==> config.mk <==
export PLATFORM = sky130hd
export DESIGN_NAME = sd_share_top
export DESIGN_NICKNAME = d
export VERILOG_FILES = /design/src/logic/sd_share_pkg.sv /design/src/logic/sd_req_filter.sv /design/src/logic/sd_grant_arbiter.sv /design/src/logic/sd_line_mux.sv /design/src/logic/sd_share_top.sv
export SDC_FILE = /design/constraint.sdc
export NUM_CORES = 1
export LEC_CHECK = 0
export BUFFER_PORTS_ARGS = -buffer_cell sky130_fd_sc_hd__buf_2
export CAP_MARGIN = 20
export CORE_AREA = 2 2 39 41
export CTS_BUF_LIST = sky130_fd_sc_hd__clkbuf_2
export CTS_CLUSTER_DIAMETER = 60
export DETAILED_ROUTE_END_ITERATION = 10
export DIE_AREA = 0 0 41 43
export GPL_ROUTABILITY_DRIVEN = 0
export GPL_TIMING_DRIVEN = 0
export PLACE_DENSITY = 0.82
export SLEW_MARGIN = 0
export SYNTH_ARGS = -nofsm -noshare
export SYNTH_HDL_FRONTEND = slang
export SYNTH_SLANG_ARGS = --single-unit
==> constraint.sdc <==
create_clock -name sdclock -period 2.76 [get_ports sdclock]
set_input_delay 0.552 -clock sdclock [delete_from_list [all_inputs] [get_ports sdclock]]
set_output_delay 0.552 -clock sdclock [all_outputs]
set_load 0.05 [all_outputs]
==> src/logic/sd_share_pkg.sv <==
/* Shared constants for the SD card switch */

package sd_share_pkg;

   //**********************************************************
   //* controller count
   //**********************************************************

   // disk controllers hanging on one card by default
   localparam int N_CTL_DEFAULT = 5;       // RK, DM, DW, DX, MY in the full board

   //**********************************************************
   //* request filter
   //**********************************************************

   // flop stages between a raw request and the dispatcher
   localparam int FILTER_DEPTH  = 2;       // two-flop synchronizer

   //**********************************************************
   //* card line levels with no owner
   //**********************************************************

   localparam logic SPI_CS_IDLE   = 1'b1;  // chip select deasserted
   localparam logic SPI_MOSI_IDLE = 1'b1;  // data line parked high
   localparam logic SPI_SCLK_IDLE = 1'b0;  // clock parked low, mode 0

   // these levels keep an unowned card deselected, so a controller that
   // toggles its lines without a grant never reaches the card
   // the card ignores mosi and sclk while cs is high

endpackage : sd_share_pkg

==> src/logic/sd_req_filter.sv <==
/* Request synchronizer for the SD card switch */

`timescale 1ns/1ps

module sd_req_filter #(
   parameter int N_CTL = sd_share_pkg::N_CTL_DEFAULT   // number of controllers
) (
   input  logic             sdclock,     // card clock
   input  logic             arst_n_i,    // async reset, active low
   input  logic [N_CTL-1:0] sd_req_i,    // raw requests from controllers
   output logic [N_CTL-1:0] req_filt_o   // filtered requests to dispatcher
);

   localparam int DEPTH = sd_share_pkg::FILTER_DEPTH;   // stages per request

   // stage_q[0] is the first flop after the raw line,
   // stage_q[DEPTH-1] is what the dispatcher sees
   logic [DEPTH-1:0][N_CTL-1:0] stage_q;   // shift chain, all bits in parallel

   //**********************************************************
   //* shift chain
   //**********************************************************

   always_ff @(posedge sdclock or negedge arst_n_i) begin
      if (!arst_n_i) begin
         stage_q <= '0;                    // no requests seen after reset
      end else begin
         stage_q[0] <= sd_req_i;           // capture raw, may be metastable
         for (int i = 1; i < DEPTH; i++) begin
            stage_q[i] <= stage_q[i-1];    // settle through the chain
         end
      end
   end

   // last stage goes out
   assign req_filt_o = stage_q[DEPTH-1];   // DEPTH cycles behind sd_req_i

endmodule : sd_req_filter

==> src/logic/sd_grant_arbiter.sv <==
/* Priority dispatcher for the SD card switch */

`timescale 1ns/1ps

module sd_grant_arbiter #(
   parameter int N_CTL = sd_share_pkg::N_CTL_DEFAULT   // number of controllers
) (
   input  logic             sdclock,     // card clock
   input  logic             arst_n_i,    // async reset, active low
   input  logic [N_CTL-1:0] req_filt_i,  // filtered requests
   output logic [N_CTL-1:0] grant_o      // one-hot grant or zero
);

   typedef enum logic {
      ST_IDLE  = 1'b0,                     // card free, looking for a requester
      ST_OWNED = 1'b1                      // card held, waiting for release
   } state_t;

   state_t             state_q;            // current dispatcher state
   state_t             state_d;            // next state
   logic [N_CTL-1:0]   grant_q;            // registered grant
   logic [N_CTL-1:0]   grant_d;            // next grant
   logic [N_CTL-1:0]   pick;               // lowest-index request, one-hot
   logic               owner_drop;         // owner's request has fallen

   //**********************************************************
   //* priority pick
   //**********************************************************

   // walk from the top down so the lowest index is written last
   always_comb begin
      pick = '0;
      for (int i = N_CTL - 1; i >= 0; i--) begin
         if (req_filt_i[i]) begin
            pick    = '0;                  // drop any higher index
            pick[i] = 1'b1;                // this one wins so far
         end
      end
   end

   // grant bit set but its request gone
   assign owner_drop = |(grant_q & ~req_filt_i);

   //**********************************************************
   //* next state
   //**********************************************************

   always_comb begin
      state_d = state_q;                   // hold by default
      grant_d = grant_q;
      case (state_q)
         ST_IDLE: begin
            if (|req_filt_i) begin
               grant_d = pick;             // hand the card to the winner
               state_d = ST_OWNED;
            end
         end
         ST_OWNED: begin
            // other requests are ignored here, no preemption
            if (owner_drop) begin
               grant_d = '0;               // release, card idle next cycle
               state_d = ST_IDLE;
            end
         end
         default: begin
            grant_d = '0;                  // unreachable, park safely
            state_d = ST_IDLE;
         end
      endcase
   end

   //**********************************************************
   //* registers
   //**********************************************************

   always_ff @(posedge sdclock or negedge arst_n_i) begin
      if (!arst_n_i) begin
         state_q <= ST_IDLE;               // nobody owns the card
         grant_q <= '0;
      end else begin
         state_q <= state_d;
         grant_q <= grant_d;               // one cycle after req_filt_i
      end
   end

   assign grant_o = grant_q;               // straight from the flops

endmodule : sd_grant_arbiter

==> src/logic/sd_line_mux.sv <==
/* SPI line selector for the SD card switch */

`timescale 1ns/1ps

module sd_line_mux #(
   parameter int N_CTL = sd_share_pkg::N_CTL_DEFAULT   // number of controllers
) (
   input  logic [N_CTL-1:0] grant_i,       // one-hot grant or zero
   input  logic [N_CTL-1:0] ctl_cs_i,      // chip select per controller
   input  logic [N_CTL-1:0] ctl_mosi_i,    // mosi per controller
   input  logic [N_CTL-1:0] ctl_sclk_i,    // sclk per controller
   output logic             sdcard_cs_o,   // chip select to card
   output logic             sdcard_mosi_o, // mosi to card
   output logic             sdcard_sclk_o  // sclk to card
);

   logic card_owned;                       // some controller holds the card

   // one selector for all three lines
   // with a one-hot grant the AND-OR leaves only the owner's bit
   function automatic logic sel_line(
      input logic [N_CTL-1:0] grant,       // one-hot or zero
      input logic [N_CTL-1:0] lines,       // one bit per controller
      input logic             owned,       // grant present
      input logic             idle         // level with no owner
   );
      logic picked;                        // owner's bit
      picked = |(grant & lines);
      return owned ? picked : idle;
   endfunction

   //**********************************************************
   //* card lines
   //**********************************************************

   assign card_owned = |grant_i;

   // pure combinational path, zero cycles from grant to pins
   assign sdcard_cs_o   = sel_line(grant_i, ctl_cs_i,   card_owned,
                                   sd_share_pkg::SPI_CS_IDLE);     // deselect when free
   assign sdcard_mosi_o = sel_line(grant_i, ctl_mosi_i, card_owned,
                                   sd_share_pkg::SPI_MOSI_IDLE);   // park high
   assign sdcard_sclk_o = sel_line(grant_i, ctl_sclk_i, card_owned,
                                   sd_share_pkg::SPI_SCLK_IDLE);   // park low

   // miso is not switched here, it fans out to all controllers

endmodule : sd_line_mux

==> src/logic/sd_share_top.sv <==
/* SD card switch between disk controllers */

`timescale 1ns/1ps

module sd_share_top #(
   parameter int N_CTL = sd_share_pkg::N_CTL_DEFAULT   // controllers on the card
) (
   input  logic             sdclock,       // card clock
   input  logic             arst_n_i,      // async reset, active low

   // controller side
   input  logic [N_CTL-1:0] sd_req_i,      // card requests, held while in use
   output logic [N_CTL-1:0] sd_ack_o,      // grants, at most one high
   input  logic [N_CTL-1:0] ctl_cs_i,      // controllers' chip selects
   input  logic [N_CTL-1:0] ctl_mosi_i,    // controllers' mosi
   input  logic [N_CTL-1:0] ctl_sclk_i,    // controllers' sclk

   // card side
   output logic             sdcard_cs_o,   // chip select to card
   output logic             sdcard_mosi_o, // mosi to card
   output logic             sdcard_sclk_o  // sclk to card
);

   logic [N_CTL-1:0] req_filt;             // synchronized requests
   logic [N_CTL-1:0] grant;                // registered one-hot grant

   //**********************************************************
   //* request synchronizer
   //**********************************************************

   sd_req_filter #(
      .N_CTL      (N_CTL)
   ) u_req_filter (
      .sdclock    (sdclock),
      .arst_n_i   (arst_n_i),
      .sd_req_i   (sd_req_i),              // raw, from any clock domain
      .req_filt_o (req_filt)
   );

   //**********************************************************
   //* dispatcher
   //**********************************************************

   sd_grant_arbiter #(
      .N_CTL      (N_CTL)
   ) u_grant_arbiter (
      .sdclock    (sdclock),
      .arst_n_i   (arst_n_i),
      .req_filt_i (req_filt),
      .grant_o    (grant)                  // 3 edges after sd_req_i
   );

   //**********************************************************
   //* card line switch
   //**********************************************************

   sd_line_mux #(
      .N_CTL         (N_CTL)
   ) u_line_mux (
      .grant_i       (grant),
      .ctl_cs_i      (ctl_cs_i),
      .ctl_mosi_i    (ctl_mosi_i),
      .ctl_sclk_i    (ctl_sclk_i),
      .sdcard_cs_o   (sdcard_cs_o),
      .sdcard_mosi_o (sdcard_mosi_o),
      .sdcard_sclk_o (sdcard_sclk_o)
   );

   assign sd_ack_o = grant;                // controllers see the same grant

endmodule : sd_share_top

==> metrics.txt <==
Total Wirelength=1210 µm; internal portion of total power=0.424 mW; worst r2r path cells=4; critical path endpoint category=output port; final design instance area without fill=822 µm²; maximum vdd drop=0.449 mV; share of synthesized area occupied by flip-flops and latches=62.4%; endpoints failing setup=0; Hold Worst Slack=0.169 ns; cell area reported after detailed placement=807 µm²; arrival time of data at the critical path endpoint=1.41 ns; highest cell delay on the worst timing path=0.48 ns; area of the die=1760 µm²; power dissipated by switching net loads=0.407 mW; share of the synthesized area in the top cell type=62.4%; actual transition at the worst max-transition pin=0.325 ns; H-tree depth reported by CTS=1; clk sinks=16; number of placement rows=14; maximum net fanout on the critical path=8; most frequent standard cell in the layout excluding fill and tap cells=sky130_fd_sc_hd__buf_2; clock latency reported for the late side of the worst-skew pair=0.25 ns; clock share of power=10.5%; FF+latch count, synth=16; Layout area overhead=28.1%; DP HPWL=962 µm; net total in the final layout=106; commonest non-fill, non-tap cells in the layout=sky130_fd_sc_hd__buf_2, sky130_fd_sc_hd__dfrtp_1, sky130_fd_sc_hd__inv_1; layout cells sized above 1=43.9%; number of DRC markers in iteration 0=18; initial antenna violation count=0; launch point of the worst reg-to-reg path=u_req_filter.req_filt_o[1]$_DFF_PN0_; Register-to-Register Setup Slack=1.22 ns; die outline width=41 µm; endpoint of the lowest-slack register-to-register path=u_grant_arbiter.grant_o[0]$_DFFE_PN0P_; post-synthesis cell count=50; total CTS buffers=3; drt wl/cell=12.3 µm; sequential share of power=37.6%; largest net degree at the start of global routing=17; Max transition margin=78.3%; number of buffers inserted by hold repair at cts=0; routed via count=536; required time at the endpoint of the critical path=2.21 ns; max-capacitance violation count=0; number of iterations in the first detailed-routing pass=5; total overflow reported by the global router=0; clock-pin slew reported for the worst setup and hold paths after clock tree synthesis=0.12 ns; part of the total power dissipated in combinational logic=51.9%; Post-Route Setup TNS=0 ns; buffer count from post-CTS setup fixing=0; clock tree from TritonCTS=done; category of the critical setup timing path=reg -> out; wire length of the first global-routing pass=1740 µm; worst hold path type=in -> async; count of pins on the block boundary=30; Via density=5.47; global router's overall resource usage=14.8%; Area contributors post-synth=sky130_fd_sc_hd__dfrtp_1, sky130_fd_sc_hd__a222oi_1, sky130_fd_sc_hd__inv_1; distinct cell type count of the synthesized netlist=22; maximum clock insertion buffer count=2; Antenna Violating Nets Remaining=0; final count of pins violating max slew=0; result of the run=complete, no violations; vias in the first global route=468; core area=1380 µm²; average instance area after synthesis=12.8 µm²; time the final worst path needs with I/O delays and setup=1.96 ns; Fmax achieved=509 MHz; cell at the root of the clock tree=sky130_fd_sc_hd__clkbuf_2; post-cts gate resize count=0; count of final hold-check violations=0; synthesis warning total=0; # DRC=0; vertical die dimension=43 µm; leakage power figure=0.422 nW; input/output buffers=29; series of cell instances along the critical path=a222oi_1 > nand3_1 > buf_2; Layout Skew=0.00207 ns; most area-hungry cell type in the Yosys netlist=sky130_fd_sc_hd__dfrtp_1; # diodes=0; starting density of the core=46.4%; cell area after synthesis=642 µm²; Syn Nets=72; kind of launch point of the worst setup path=flop; fillers=127; proportion of total power due to net switching=49.0%; RSZ-0062 raised after global routing=no; PD cells=1010 nW/µm²; crit path max-delay cell type=sky130_fd_sc_hd__dfrtp_1; final cycle utilization of the critical path=71.1%
[power by group through the flow]
stage	clock network (mW)	registers, mW	logic [mW]
3_3_place_gp	0	0.316	0.429
2_1_floorplan	0	0.377	0.271
3_5_place_dp	0	0.318	0.434
4_1_cts	0.0949	0.313	0.434
6_report	0.0874	0.312	0.431
5_1_grt	0.106	0.319	0.468
[worst max-delay path, delay by kind of cell (launching register included)]
kind | cells | cell delay (ns)
flops | 1 | 0.48
compound gates | 1 | 0.35
buf+inv | 1 | 0.22
simple gates | 1 | 0.11
[area by class of cell]
class / instances / area [µm²] / share of cell area [%]
timing repair buffer: 29 / 145 / 17.7
multi-input combinational: 27 / 215 / 26.2
tap: 16 / 20.0 / 2.44
clock buffer: 3 / 15.0 / 1.83
inverter: 7 / 26.3 / 3.20
sequential: 16 / 400 / 48.7
[synthesized netlist by cell type (all sizes together)]
library cell and number:
a21o 1, a21oi 1, a221o 2, a222oi 3, a22o 1, a22oi 3, a32o 1, dfrtp 16
inv 7, nand2 1, nand2b 1, nand3 3, nor2 1, nor3 2, nor4b 1, o21ai 1
o21bai 1, o221ai 1, o2bb2ai 1, o31ai 1, or4 1
[worst max-delay path by stage]
| stage | from | endpoint | slack (ns) |
|---|---|---|---|
| floorplan | u_grant_arbiter.grant_o[0]$_DFFE_PN0P_ | sdcard_cs_o | 0.79 |
| global placement | ctl_cs_i[0] | sdcard_cs_o | 0.91 |
| detailed placement | ctl_cs_i[0] | sdcard_cs_o | 0.89 |
| CTS | u_grant_arbiter.grant_o[0]$_DFFE_PN0P_ | sdcard_cs_o | 0.75 |
| global route | u_grant_arbiter.grant_o[0]$_DFFE_PN0P_ | sdcard_cs_o | 0.61 |
| finish | u_grant_arbiter.grant_o[0]$_DFFE_PN0P_ | sdcard_cs_o | 0.80 |
[routing by layer]
layer | track usage (%) | vias to the layer above | wire length (µm)
met2 | 26.9 | 34 | 585
met1 | 14.9 | 244 | 465
met4 | 8.00 | 0 | 0
met5 | 0 | - | 0
met3 | 1.57 | 0 | 156
li1 | - | 258 | -
[sequential cells by signal, summed over array words and instances (netlist names)]
name                     flops
u_req_filter.req_filt_o      5
u_req_filter.stage_q         5
u_grant_arbiter.state_q      1
u_grant_arbiter.grant_o      5
[stage by stage]
| stage | utilization, % | setup slack, ns | std cells | power (mW) |
|---|---|---|---|---|
| after floorplan | - | 0.788 | 50 | 0.648 |
| after global placement | 58.3 | 0.915 | 95 | 0.745 |
| after detailed placement | 58.3 | 0.892 | 95 | 0.752 |
| after CTS | 59.4 | 0.754 | 98 | 0.842 |
| after global routing | 59.4 | 0.613 | 98 | 0.893 |
| final | 59.4 | 0.797 | 98 | 0.831 |
[kinds of logic after synthesis]
group	share of synthesized area [%]
simple gates	9.94
flops	62.4
buf+inv	4.09
compound gates	23.6
Power figures use the tool's default switching activity.
